**config.mk**
```make
export PLATFORM = sky130hd
export DESIGN_NAME = mips_control
export DESIGN_NICKNAME = d
export VERILOG_FILES = /design/src/hdl/ctrl_pkg.sv /design/src/hdl/ctrl_if.sv /design/src/hdl/datapath_ctrl.sv /design/src/hdl/instr_decoder.sv /design/src/hdl/mem_ctrl.sv /design/src/hdl/mips_control.sv /design/src/hdl/state_sequencer.sv
export VERILOG_INCLUDE_DIRS = /design/src /design/src/hdl
export SDC_FILE = /design/constraint.sdc
export NUM_CORES = 1
export LEC_CHECK = 0
export ABC_AREA = 0
export BUFFER_PORTS_ARGS = -buffer_cell sky130_fd_sc_hd__buf_2
export CORE_MARGIN = 2
export CORE_UTILIZATION = 45
export CTS_CLUSTER_SIZE = 25
export DETAILED_ROUTE_END_ITERATION = 7
export PLACE_DENSITY = 0.7
export SYNTH_ARGS = -nofsm -noshare
export SYNTH_HDL_FRONTEND = slang
export SYNTH_SLANG_ARGS = --single-unit
```
**constraint.sdc**
```tcl
create_clock -name clk -period 4.3 [get_ports clk]
set_input_delay 0.86 -clock clk [delete_from_list [all_inputs] [get_ports clk]]
set_output_delay 0.86 -clock clk [all_outputs]
set_load 0.02 [all_outputs]
```
**src/hdl/ctrl_config.svh**
```systemverilog
`ifndef CTRL_CONFIG_SVH
`define CTRL_CONFIG_SVH

// Instruction field widths.
`define OPCODE_W    6
`define FUNCT_W     6
`define RT_W        5

// Datapath select widths.
`define SRC_A_W     2
`define SRC_B_W     3
`define PC_SRC_W    2
`define REG_DST_W   2
`define WB_SEL_W    2
`define EXT_W       2
`define MASK_W      3

// ########################################
// Primary opcodes.
// ########################################
`define OP_SPECIAL  6'b000000
`define OP_REGIMM   6'b000001
`define OP_J        6'b000010
`define OP_BEQ      6'b000100
`define OP_BNE      6'b000101
`define OP_BLEZ     6'b000110
`define OP_BGTZ     6'b000111
`define OP_ADDIU    6'b001001
`define OP_SLTI     6'b001010
`define OP_SLTIU    6'b001011
`define OP_ANDI     6'b001100
`define OP_ORI      6'b001101
`define OP_XORI     6'b001110
`define OP_LUI      6'b001111
`define OP_LB       6'b100000
`define OP_LH       6'b100001
`define OP_LW       6'b100011
`define OP_LBU      6'b100100
`define OP_LHU      6'b100101
`define OP_SB       6'b101000
`define OP_SH       6'b101001
`define OP_SW       6'b101011

// ########################################
// Function codes under OP_SPECIAL.
// ########################################
`define FN_SLL      6'b000000
`define FN_SRL      6'b000010
`define FN_SRA      6'b000011
`define FN_SLLV     6'b000100
`define FN_SRLV     6'b000110
`define FN_SRAV     6'b000111
`define FN_JR       6'b001000
`define FN_ADDU     6'b100001
`define FN_SUBU     6'b100011
`define FN_AND      6'b100100
`define FN_OR       6'b100101
`define FN_XOR      6'b100110
`define FN_SLT      6'b101010
`define FN_SLTU     6'b101011

// Rt codes under OP_REGIMM.
`define RT_BLTZ     5'b00000
`define RT_BGEZ     5'b00001

`endif

```
**src/hdl/ctrl_pkg.sv**
```systemverilog
package ctrl_pkg;

    // ########################################
    // Sequencer states, one clock each.
    // ########################################
    typedef enum logic [2:0] {
        S_FETCH     = 3'd0,
        S_DECODE    = 3'd1,
        S_EXECUTE   = 3'd2,
        S_MEMORY    = 3'd3,
        S_WRITEBACK = 3'd4
    } state_e;

    // Decoded instruction.
    typedef enum logic [5:0] {
        I_NOP,
        // R-type ALU.
        I_ADDU, I_SUBU, I_AND, I_OR, I_XOR, I_SLT, I_SLTU,
        // Immediate ALU.
        I_ADDIU, I_ANDI, I_ORI, I_XORI, I_SLTI, I_SLTIU, I_LUI,
        // Shifts.
        I_SLL, I_SRL, I_SRA, I_SLLV, I_SRLV, I_SRAV,
        // Loads and stores.
        I_LW, I_LB, I_LBU, I_LH, I_LHU, I_SW, I_SB, I_SH,
        // Branches and jumps.
        I_BEQ, I_BNE, I_BGEZ, I_BLTZ, I_BGTZ, I_BLEZ, I_J, I_JR
    } instr_e;

    // Instruction class, picks the state path.
    typedef enum logic [2:0] {
        C_ALU_R,
        C_ALU_I,
        C_SHIFT,
        C_LOAD,
        C_STORE,
        C_BRANCH,
        C_JUMP,
        C_NOP
    } instr_class_e;

    // ALU operation codes.
    typedef enum logic [3:0] {
        ALU_ADD = 4'd0,
        ALU_SUB = 4'd1,
        ALU_AND = 4'd2,
        ALU_OR  = 4'd3,
        ALU_XOR = 4'd4,
        ALU_SLL = 4'd5,
        ALU_SRL = 4'd6,
        ALU_SRA = 4'd7
    } alu_op_e;

endpackage

```
**src/hdl/ctrl_if.sv**
```systemverilog
`timescale 1ns/10ps

interface ctrl_if (input logic clk);
    import ctrl_pkg::*;

    state_e       state;
    instr_e       instr;
    instr_class_e iclass;
    // Compare result from the datapath.
    logic [1:0]   cond;

    modport seq (output state, input iclass);

    modport dec (output instr, output iclass, input state);

    modport gen (input clk, input state, input instr, input iclass, input cond);

endinterface

```
**src/hdl/datapath_ctrl.sv**
```systemverilog
`timescale 1ns/10ps
`include "ctrl_config.svh"

module datapath_ctrl (
    input  logic                    reset,
    ctrl_if.gen                     ctrl,
    output logic                    ir_write,
    output logic                    pc_write,
    output logic                    alt_pc_write,
    output logic [`PC_SRC_W-1:0]    pc_src,
    output logic                    reg_write,
    output logic [`REG_DST_W-1:0]   reg_dst,
    output logic [`WB_SEL_W-1:0]    mem_to_reg,
    output logic [`SRC_A_W-1:0]     alu_src_a,
    output logic [`SRC_B_W-1:0]     alu_src_b,
    output ctrl_pkg::alu_op_e       alu_op,
    output logic [`EXT_W-1:0]       ext_mode,
    output logic                    shift_swap,
    output logic                    bool_set
);
    import ctrl_pkg::*;

    logic slt_family;

    assign slt_family = ctrl.instr inside {I_SLT, I_SLTU, I_SLTI, I_SLTIU};

    always_comb begin
        ir_write     = 1'b0;
        pc_write     = 1'b0;
        alt_pc_write = 1'b0;
        pc_src       = '0;
        reg_write    = 1'b0;
        reg_dst      = '0;
        mem_to_reg   = '0;
        alu_src_a    = '0;
        alu_src_b    = '0;
        alu_op       = ALU_ADD;
        shift_swap   = 1'b0;
        bool_set     = 1'b0;
        case (ctrl.state)
            S_FETCH: begin
                ir_write  = 1'b1;
                pc_write  = 1'b1;
                alu_src_b = `SRC_B_W'(1);
            end
            S_DECODE: begin
                // Branch target precompute.
                alu_src_b = `SRC_B_W'(3);
                pc_src    = `PC_SRC_W'(2);
            end
            S_EXECUTE: begin
                pc_src    = `PC_SRC_W'(1);
                alu_src_a = (ctrl.instr == I_LUI) ? `SRC_A_W'(2) : `SRC_A_W'(1);
                case (ctrl.instr)
                    I_SLL, I_SRA, I_SRL:    alu_src_b = `SRC_B_W'(4);
                    I_SLLV, I_SRAV, I_SRLV: alu_src_b = `SRC_B_W'(5);
                    I_JR:                   alu_src_b = `SRC_B_W'(6);
                    default: begin
                        if (ctrl.iclass inside {C_ALU_I, C_LOAD, C_STORE}) begin
                            alu_src_b = `SRC_B_W'(2);
                        end
                    end
                endcase
                case (ctrl.instr)
                    I_AND, I_ANDI:  alu_op = ALU_AND;
                    I_OR, I_ORI:    alu_op = ALU_OR;
                    I_XOR, I_XORI:  alu_op = ALU_XOR;
                    I_SLL, I_SLLV:  alu_op = ALU_SLL;
                    I_SRL, I_SRLV:  alu_op = ALU_SRL;
                    I_SRA, I_SRAV:  alu_op = ALU_SRA;
                    default: begin
                        if (slt_family || ctrl.instr == I_SUBU || ctrl.iclass == C_BRANCH) begin
                            alu_op = ALU_SUB;
                        end
                    end
                endcase
                shift_swap   = ctrl.iclass == C_SHIFT;
                alt_pc_write = ctrl.iclass inside {C_BRANCH, C_JUMP};
                bool_set     = slt_family && (ctrl.cond == 2'b01);
            end
            S_WRITEBACK: begin
                reg_write = 1'b1;
                reg_dst   = (ctrl.iclass inside {C_ALU_R, C_SHIFT}) ? `REG_DST_W'(1) : '0;
                if (ctrl.iclass == C_LOAD) begin
                    mem_to_reg = `WB_SEL_W'(1);
                end else if (slt_family) begin
                    mem_to_reg = `WB_SEL_W'(2);
                end
            end
            default: ;
        endcase
        // Enables stay low while in reset.
        if (reset) begin
            ir_write     = 1'b0;
            pc_write     = 1'b0;
            alt_pc_write = 1'b0;
            reg_write    = 1'b0;
            bool_set     = 1'b0;
        end
    end

    // Immediate extension for the instruction in flight, none before execute.
    always_comb begin
        ext_mode = '0;
        if (ctrl.state inside {S_EXECUTE, S_MEMORY, S_WRITEBACK}) begin
            if (ctrl.instr == I_LUI) begin
                ext_mode = `EXT_W'(3);
            end else if (ctrl.instr inside {I_ADDIU, I_SLTI, I_SLTIU} ||
                         ctrl.iclass inside {C_LOAD, C_STORE, C_BRANCH}) begin
                ext_mode = `EXT_W'(2);
            end
        end
    end

endmodule

```
**src/hdl/instr_decoder.sv**
```systemverilog
`timescale 1ns/10ps
`include "ctrl_config.svh"

module instr_decoder (
    input logic                 clk,
    input logic                 reset,
    input logic [`OPCODE_W-1:0] ir_opcode,
    input logic [`FUNCT_W-1:0]  ir_function,
    input logic [`RT_W-1:0]     ir_rt,
    ctrl_if.dec                 ctrl
);
    import ctrl_pkg::*;

    instr_e       instr_d;
    instr_class_e class_d;

    // Field match.
    always_comb begin
        instr_d = I_NOP;
        case (ir_opcode)
            `OP_SPECIAL: begin
                case (ir_function)
                    `FN_ADDU: instr_d = I_ADDU;
                    `FN_SUBU: instr_d = I_SUBU;
                    `FN_AND:  instr_d = I_AND;
                    `FN_OR:   instr_d = I_OR;
                    `FN_XOR:  instr_d = I_XOR;
                    `FN_SLT:  instr_d = I_SLT;
                    `FN_SLTU: instr_d = I_SLTU;
                    `FN_SLL:  instr_d = I_SLL;
                    `FN_SRL:  instr_d = I_SRL;
                    `FN_SRA:  instr_d = I_SRA;
                    `FN_SLLV: instr_d = I_SLLV;
                    `FN_SRLV: instr_d = I_SRLV;
                    `FN_SRAV: instr_d = I_SRAV;
                    `FN_JR:   instr_d = I_JR;
                    default:  instr_d = I_NOP;
                endcase
            end
            `OP_REGIMM: begin
                case (ir_rt)
                    `RT_BLTZ: instr_d = I_BLTZ;
                    `RT_BGEZ: instr_d = I_BGEZ;
                    default:  instr_d = I_NOP;
                endcase
            end
            `OP_J:     instr_d = I_J;
            `OP_BEQ:   instr_d = I_BEQ;
            `OP_BNE:   instr_d = I_BNE;
            `OP_BLEZ:  instr_d = I_BLEZ;
            `OP_BGTZ:  instr_d = I_BGTZ;
            `OP_ADDIU: instr_d = I_ADDIU;
            `OP_SLTI:  instr_d = I_SLTI;
            `OP_SLTIU: instr_d = I_SLTIU;
            `OP_ANDI:  instr_d = I_ANDI;
            `OP_ORI:   instr_d = I_ORI;
            `OP_XORI:  instr_d = I_XORI;
            `OP_LUI:   instr_d = I_LUI;
            `OP_LB:    instr_d = I_LB;
            `OP_LH:    instr_d = I_LH;
            `OP_LW:    instr_d = I_LW;
            `OP_LBU:   instr_d = I_LBU;
            `OP_LHU:   instr_d = I_LHU;
            `OP_SB:    instr_d = I_SB;
            `OP_SH:    instr_d = I_SH;
            `OP_SW:    instr_d = I_SW;
            default:   instr_d = I_NOP;
        endcase
    end

    always_comb begin
        case (instr_d)
            I_ADDU, I_SUBU, I_AND, I_OR, I_XOR, I_SLT, I_SLTU:         class_d = C_ALU_R;
            I_ADDIU, I_ANDI, I_ORI, I_XORI, I_SLTI, I_SLTIU, I_LUI:    class_d = C_ALU_I;
            I_SLL, I_SRL, I_SRA, I_SLLV, I_SRLV, I_SRAV:               class_d = C_SHIFT;
            I_LW, I_LB, I_LBU, I_LH, I_LHU:                            class_d = C_LOAD;
            I_SW, I_SB, I_SH:                                          class_d = C_STORE;
            I_BEQ, I_BNE, I_BGEZ, I_BLTZ, I_BGTZ, I_BLEZ:              class_d = C_BRANCH;
            I_J, I_JR:                                                 class_d = C_JUMP;
            default:                                                   class_d = C_NOP;
        endcase
    end

    // Captured at the end of decode, held until the next one.
    always_ff @(posedge clk) begin
        if (reset) begin
            ctrl.instr  <= I_NOP;
            ctrl.iclass <= C_NOP;
        end else if (ctrl.state == S_DECODE) begin
            ctrl.instr  <= instr_d;
            ctrl.iclass <= class_d;
        end
    end

endmodule

```
**src/hdl/mem_ctrl.sv**
```systemverilog
`timescale 1ns/10ps
`include "ctrl_config.svh"

module mem_ctrl (
    input  logic                reset,
    ctrl_if.gen                 ctrl,
    output logic                mem_read,
    output logic                mem_write,
    output logic                i_or_d,
    output logic                byte_store_en,
    output logic                half_store_en,
    output logic [`MASK_W-1:0]  load_mask
);
    import ctrl_pkg::*;

    always_comb begin
        mem_read      = 1'b0;
        mem_write     = 1'b0;
        i_or_d        = 1'b0;
        byte_store_en = 1'b0;
        half_store_en = 1'b0;
        load_mask     = '0;
        if (!reset) begin
            case (ctrl.state)
                S_FETCH: begin
                    mem_read = 1'b1;
                end
                S_MEMORY: begin
                    // Data address from the ALU result.
                    i_or_d        = 1'b1;
                    mem_read      = ctrl.iclass == C_LOAD;
                    mem_write     = ctrl.iclass == C_STORE;
                    byte_store_en = ctrl.instr == I_SB;
                    half_store_en = ctrl.instr == I_SH;
                end
                S_WRITEBACK: begin
                    if (ctrl.iclass == C_LOAD) begin
                        mem_read = 1'b1;
                        case (ctrl.instr)
                            I_LH:    load_mask = `MASK_W'(1);
                            I_LHU:   load_mask = `MASK_W'(2);
                            I_LB:    load_mask = `MASK_W'(3);
                            I_LBU:   load_mask = `MASK_W'(4);
                            default: load_mask = '0;
                        endcase
                    end
                end
                default: ;
            endcase
        end
    end

    a_rd_wr_excl: assert property (@(posedge ctrl.clk) disable iff (reset)
        !(mem_read && mem_write))
        else $error("memory read and write strobes overlap");

endmodule

```
**src/hdl/mips_control.sv**
```systemverilog
`timescale 1ns/10ps
`include "ctrl_config.svh"

module mips_control (
    input  logic                    clk,
    input  logic                    reset,
    input  logic [`OPCODE_W-1:0]    ir_opcode,
    input  logic [`FUNCT_W-1:0]     ir_function,
    input  logic [`RT_W-1:0]        ir_rt,
    input  logic [1:0]              cond,
    output logic                    ir_write,
    output logic                    pc_write,
    output logic                    alt_pc_write,
    output logic [`PC_SRC_W-1:0]    pc_src,
    output logic                    reg_write,
    output logic [`REG_DST_W-1:0]   reg_dst,
    output logic [`WB_SEL_W-1:0]    mem_to_reg,
    output logic [`SRC_A_W-1:0]     alu_src_a,
    output logic [`SRC_B_W-1:0]     alu_src_b,
    output ctrl_pkg::alu_op_e       alu_op,
    output logic [`EXT_W-1:0]       ext_mode,
    output logic                    shift_swap,
    output logic                    bool_set,
    output logic                    mem_read,
    output logic                    mem_write,
    output logic                    i_or_d,
    output logic                    byte_store_en,
    output logic                    half_store_en,
    output logic [`MASK_W-1:0]      load_mask
);

    ctrl_if ctrl (.clk(clk));

    assign ctrl.cond = cond;

    // ########################################
    // Sequencing and decode.
    // ########################################
    state_sequencer i_state_sequencer (
        .clk   (clk),
        .reset (reset),
        .ctrl  (ctrl.seq)
    );

    instr_decoder i_instr_decoder (
        .clk         (clk),
        .reset       (reset),
        .ir_opcode   (ir_opcode),
        .ir_function (ir_function),
        .ir_rt       (ir_rt),
        .ctrl        (ctrl.dec)
    );

    // ########################################
    // Control generators.
    // ########################################
    datapath_ctrl i_datapath_ctrl (
        .reset        (reset),
        .ctrl         (ctrl.gen),
        .ir_write     (ir_write),
        .pc_write     (pc_write),
        .alt_pc_write (alt_pc_write),
        .pc_src       (pc_src),
        .reg_write    (reg_write),
        .reg_dst      (reg_dst),
        .mem_to_reg   (mem_to_reg),
        .alu_src_a    (alu_src_a),
        .alu_src_b    (alu_src_b),
        .alu_op       (alu_op),
        .ext_mode     (ext_mode),
        .shift_swap   (shift_swap),
        .bool_set     (bool_set)
    );

    mem_ctrl i_mem_ctrl (
        .reset         (reset),
        .ctrl          (ctrl.gen),
        .mem_read      (mem_read),
        .mem_write     (mem_write),
        .i_or_d        (i_or_d),
        .byte_store_en (byte_store_en),
        .half_store_en (half_store_en),
        .load_mask     (load_mask)
    );

endmodule

```
**src/hdl/state_sequencer.sv**
```systemverilog
`timescale 1ns/10ps

module state_sequencer (
    input logic clk,
    input logic reset,
    ctrl_if.seq ctrl
);
    import ctrl_pkg::*;

    state_e next_state;

    // ########################################
    // Next state.
    // ########################################
    always_comb begin
        case (ctrl.state)
            S_FETCH: begin
                next_state = S_DECODE;
            end
            S_DECODE: begin
                next_state = S_EXECUTE;
            end
            S_EXECUTE: begin
                case (ctrl.iclass)
                    C_LOAD, C_STORE:           next_state = S_MEMORY;
                    C_ALU_R, C_ALU_I, C_SHIFT: next_state = S_WRITEBACK;
                    default:                   next_state = S_FETCH;
                endcase
            end
            S_MEMORY: begin
                // Only loads write back.
                if (ctrl.iclass == C_LOAD) begin
                    next_state = S_WRITEBACK;
                end else begin
                    next_state = S_FETCH;
                end
            end
            default: begin
                next_state = S_FETCH;
            end
        endcase
    end

    always_ff @(posedge clk) begin
        if (reset) begin
            ctrl.state <= S_FETCH;
        end else begin
            ctrl.state <= next_state;
        end
    end

    a_state_legal: assert property (@(posedge clk) disable iff (reset)
        ctrl.state inside {S_FETCH, S_DECODE, S_EXECUTE, S_MEMORY, S_WRITEBACK})
        else $error("state left the legal set");

endmodule

```
Yosys cells after proc, flatten, opt, wreduce, memory -nomap -nowiden
Memories as Yosys holds them, arrays and structs flattened. A register that Yosys moved wholly into a read port is not among the register bits.
Index checks and enable logic that the tools add are counted.

storage, ports and cells
  input port bits = 21
  memories kept = 2
  register bits = 9
  bits in read-only memories = 576
  output and inout port bits = 31
  word-level logic and storage cells = 134

cells by class
  muxes and demuxes = 46
  reduce and logical (&&, ||, !) cells = 25
  equal/unequal tests = 59

memory list
  memory            words  width  rd ports  clocked after Yosys merged registers in  write ports  RTL line             RTL
  (name not given)  64     6      1         0                                        0            instr_decoder.sv:22  case (ir_function)
  (name not given)  64     3      1         1                                        0            instr_decoder.sv:72  case (instr_d)

operators by type and width
  operator            number
  $pmux 6 s22         1
  $eq 6x4->1 const B  15
  $eq 6x5->1 const B  11
  $eq 6x6->1 const B  9
  $eq 6x3->1 const B  8
  $pmux 3 s4          2
  $pmux 4 s6          1
  $mux 1              21
  $mux 2              10
  $eq 6x2->1 const B  3
  $pmux 3 s3          2
  $reduce_or 2->1     7
  $eq 3x2->1 const B  4
  $eq 3x3->1 const B  4
  $mux 3              4
  $pmux 6 s2          1
  $reduce_bool 3->1   4
  $reduce_or 3->1     3
  $eq 3x1->1 const B  2
  $eq 6x1->1 const B  1
  $logic_not 3->1     2
  $logic_not 6->1     1
  $pmux 3 s2          1
  $eq 5x1->1 const B  1
  other kinds (9)     12

Depth between registers and ports, before layout
  depth after elaboration = 7
  depth in mapped cells = 9
  depth with buffers taken out = 9

Cells and area by module
A second synthesis with hierarchy kept.

unflattened totals
  cell total of the unflattened synthesis = 284
  area total of the unflattened synthesis = 2029.4 µm²

modules (own cells, without submodules)
  module           sequential area each (µm²)  cells an instance  area an instance (µm²)  instances
  instr_decoder    180.2                       154                1137.3                  1
  datapath_ctrl    0.0                         93                 595.6                   1
  mem_ctrl         0.0                         24                 160.2                   1
  state_sequencer  60.1                        13                 136.4                   1

Worst setup path before layout
Ideal clock, no wire load.

  path kind = input-to-output
  start point = input reset
  end point = output byte_store_en
  required time = 3.440 ns
  path buffers = 1
  path slack = 1.022 ns
  cell stages on the path = 4
  arrival = 2.418 ns
  path through = clkbuf_1 -> nor3_1 -> nand2b_1 -> nor4_1

on the way
  cells in the longest elaborated chain, start to end = 1

RTL lines
  element             RTL line            RTL
  start: declaration  mips_control.sv:6   input logic reset,
  $mux 1              mem_ctrl.sv:23      if (!reset) begin
  end: declaration    mips_control.sv:27  output logic byte_store_en,

No other way between the ends.

Worst setup path in the final report
  start point = register i_instr_decoder.ctrl.instr[1]
  end point = output alu_op[0]

on the way
  cells in the longest elaborated chain, start to end = 7
  elaborated cells between the ends (all ways) = 29
  those cells by class = eq/ne: 17; mux: 3; reduce/logical: 9

RTL lines
  element                                          RTL line             RTL
  start: declaration                               ctrl_if.sv:14        modport dec (output instr, output iclass, input state);
  start signal: assignment                         instr_decoder.sv:90  ctrl.instr <= instr_d;
  $eq 6x3->1 / $eq 6x4->1 (equally long branches)  datapath_ctrl.sv:25  assign slt_family = ctrl.instr inside {I_SLT, I_SLTU, I_SLTI, I_SLTIU};
  $reduce_bool 4->1                                datapath_ctrl.sv:25
  $logic_or 1x1->1 (2 in series)                   datapath_ctrl.sv:72  if (slt_family || ctrl.instr == I_SUBU || ctrl.iclass == C_BRANCH) begin
  $mux 1                                           datapath_ctrl.sv:72
  $pmux 4 s6 (*)                                   datapath_ctrl.sv:64  case (ctrl.instr)
  $mux 4 (*)                                       datapath_ctrl.sv:40  case (ctrl.state)
  end: declaration                                 mips_control.sv:20   output ctrl_pkg::alu_op_e alu_op,

Mark *: on every way between the ends. The rest lies on a longest branch, timed or not.

==> flow_summary_export.csv <==
group,metric,value,unit
critical_path,cp-start-kind,"register",
clocking,cts_buffer_depth,2,
final_layout,finalNetCount,344,
timing,setup_viol,0,
outcome,status,"finished, final reports clean",
die,start_util,47.5,%
critical_path,rr_worst_depth,6,
flow_run,max_cap_violations,0,
global_route,grt_pass1_wl,8450,um
power_and_ir_drop,total_power,447,uW
critical_path,reg2reg_slack,2.00,ns
detailed_routing,firstDrtPassIters,4,
global_route,met1_usage,25.4,%
timing,slew_headroom,55.3,%
final_layout,diodes,0,
yosys,synthDistinctLibCells,68,
clocking,clk_pin_slew,0.05,ns
clocking,post_cts_resized,0,
power_and_ir_drop,leakagePower,0.000877,uW
global_route,grt.overflow.total,0,
place,dpl_cell_area,0.00211,sq mm
detailed_routing,post-route-drc-count,0,
die,die_w,69.4,um
place,port_buffers,49,
yosys,yosysWarnings,0,
yosys,synth-seq-area-share,12.5,%
die,num_rows,23,
die,ios,52,
hold_path,hold_depth,1,
hold_path,hold_path_class,"register to register",
timing,hold_viol,0,
detailed_routing,ant_nets,0,
yosys,synth_cells,291,
clocking,clock_latency,0.23,ns
critical_path,cp-end-kind,"output port",
detailed_routing,vias,2181,
yosys,synth_seq_cells,12,
die,coreArea,0.00406,sq mm
die,die_h,69.4,um
timing,worstMarginPinSlew,0.669,ns
global_route,use_met2,36.1,%
final_layout,drive_gt1_share,21.1,%
power_and_ir_drop,ir_drop,87.7,uV
detailed_routing,via_per_inst,5.94,
place,gp_congestion,0.893,
timing,fin_crit,3.09,ns
final_layout,design_area,0.00215,sq mm
timing,whs,0.595,ns
clocking,tritoncts,"done",
global_route,use_met3,1.31,%
global_route,grt_max_degree,23,
die,die_area,0.00482,sq mm
yosys,ys.flop_type,"dfxtp_1",
timing,slew_viol_final,0,
yosys,netlist_area,0.00193,sq mm
detailed_routing,wl,4990,um
power_and_ir_drop,pwr_density_cell,208,mW/mm^2
final_layout,final_cell_mix,"buf_2, nor2_1, nand2_1, a21oi_1",
clocking,ctsHoldBuffers,0,
clocking,numCtsBuffers,3,
clocking,cts_root_buffer,"clkbuf_8",
clocking,cts_max_level,1,
final_layout,areaGrowthSynthToFinish,11.7,%
clocking,clkSinkCount,12,
place,dpl.hpwl,3770,um
global_route,track_usage,20.2,%
critical_path,cp.required,3.44,ns
final_layout,mostFrequentLayoutCell,"buf_2",
critical_path,critPathArrivalTime,2.23,ns
yosys,synth_edf_count,0,
timing,max_freq,323,MHz
timing,rsz0062_at_grt,"false",
timing,fin_crit_sh,71.9,%
critical_path,cp_max_fo,18,
final_layout,final_core_util,53.0,%
timing,fin_skew,0.00237,ns
clocking,post-cts-setup-buffer-count,0,
yosys,syn_avg_cell_area,6.62,sq um
critical_path,critPathKind,"register to output port",
detailed_routing,dr.first_iter.drc_count,159,
timing,fin_setup_tns,0,ns
yosys,async_flop_share,0,%
global_route,grt_busiest_layer,"met2",
global_route,grt_pass1_vias,1915,
global_route,antenna_found_initial,0,
detailed_routing,wl_per_cell,13.6,um
final timing paths:
path,startpoint,end
worst min-delay path,i_state_sequencer.ctrl.state[1],i_state_sequencer.ctrl.state[0]
worst min register to register,i_state_sequencer.ctrl.state[1],i_state_sequencer.ctrl.state[0]
worst max register to register,i_state_sequencer.ctrl.state[0],i_instr_decoder.ctrl.iclass[1]
worst max-delay path,i_instr_decoder.ctrl.instr[1],alu_op[0]
final cells by class:
class / count / area, sq um
fill: 414 / 1910
multi-input combinational: 239 / 1510
timing repair buffer: 49 / 245
sequential: 12 / 240
tap: 50 / 62.6
inverter: 14 / 52.6
clock buffer: 3 / 41.3
kinds of logic after synthesis:
group | Yosys count | synth area share [%]
AO/OA/AOI/OAI | 75 | 28.3
XOR/XNOR | 3 | 1.36
adder cells (fa/ha/maj) | 4 | 2.60
buffers and inverters | 41 | 9.36
flip-flops | 12 | 12.5
multiplexers | 2 | 1.04
other | 1 | 0.195
AND/OR/NAND/NOR | 153 | 44.6
critical path: stages, from the launching register on:
cell and delay (ns):
dfxtp_1 0.67, nor2b_1 0.26, o21ai_0 0.14, or3_1 0.33, a21oi_1 0.15, a221oi_1 0.07
nor3_1 0.18, buf_2 0.20
through the flow:
stage	instances	setup slack (ns)
2_1_floorplan	292	1.02
3_3_place_gp	364	1.14
3_5_place_dp	364	1.06
4_1_cts	367	1.26
5_1_grt	367	1.08
6_report	367	1.21
cells in the mapped netlist, drive strengths merged, types with 4 or more instances:
library cell	instances	area, sq um
nor2	33	124
nand2	25	93.8
a21oi	21	105
clkbuf	17	63.8
nor3	16	85.1
nand2b	15	93.8
inv	13	48.8
nor2b	13	81.3
dfxtp	12	240
o21ai	11	55.1
buf	10	63.8
nand3	9	45.0
or4	7	56.3
a211oi	6	45.0
a31oi	6	37.5
nand3b	6	45.0
nor3b	5	37.5
ha	4	50.1
nor4	4	31.3
or2	4	25.0
layer usage:
layer / vias up / part of all wire (%)
li1: 1103 / -
met1: 1011 / 45
met2: 63 / 50
met3: 4 / 4.6
met4: 0 / 1.1
met5: - / 0
sequential cells by signal, summed over array words and instances, names as in the netlist:
| register | flops |
|---|---|
| i_instr_decoder.ctrl.iclass | 3 |
| i_instr_decoder.ctrl.instr | 6 |
| i_state_sequencer.ctrl.state | 3 |
where the power goes:
group          leakage (uW)  switching [uW]  internal [uW]
sequential        0.0000986            34.2            122
clock             0.0000216            34.5           61.1
combinational      0.000757             116           78.9
Note: power is estimated with default switching activity, not from simulation.
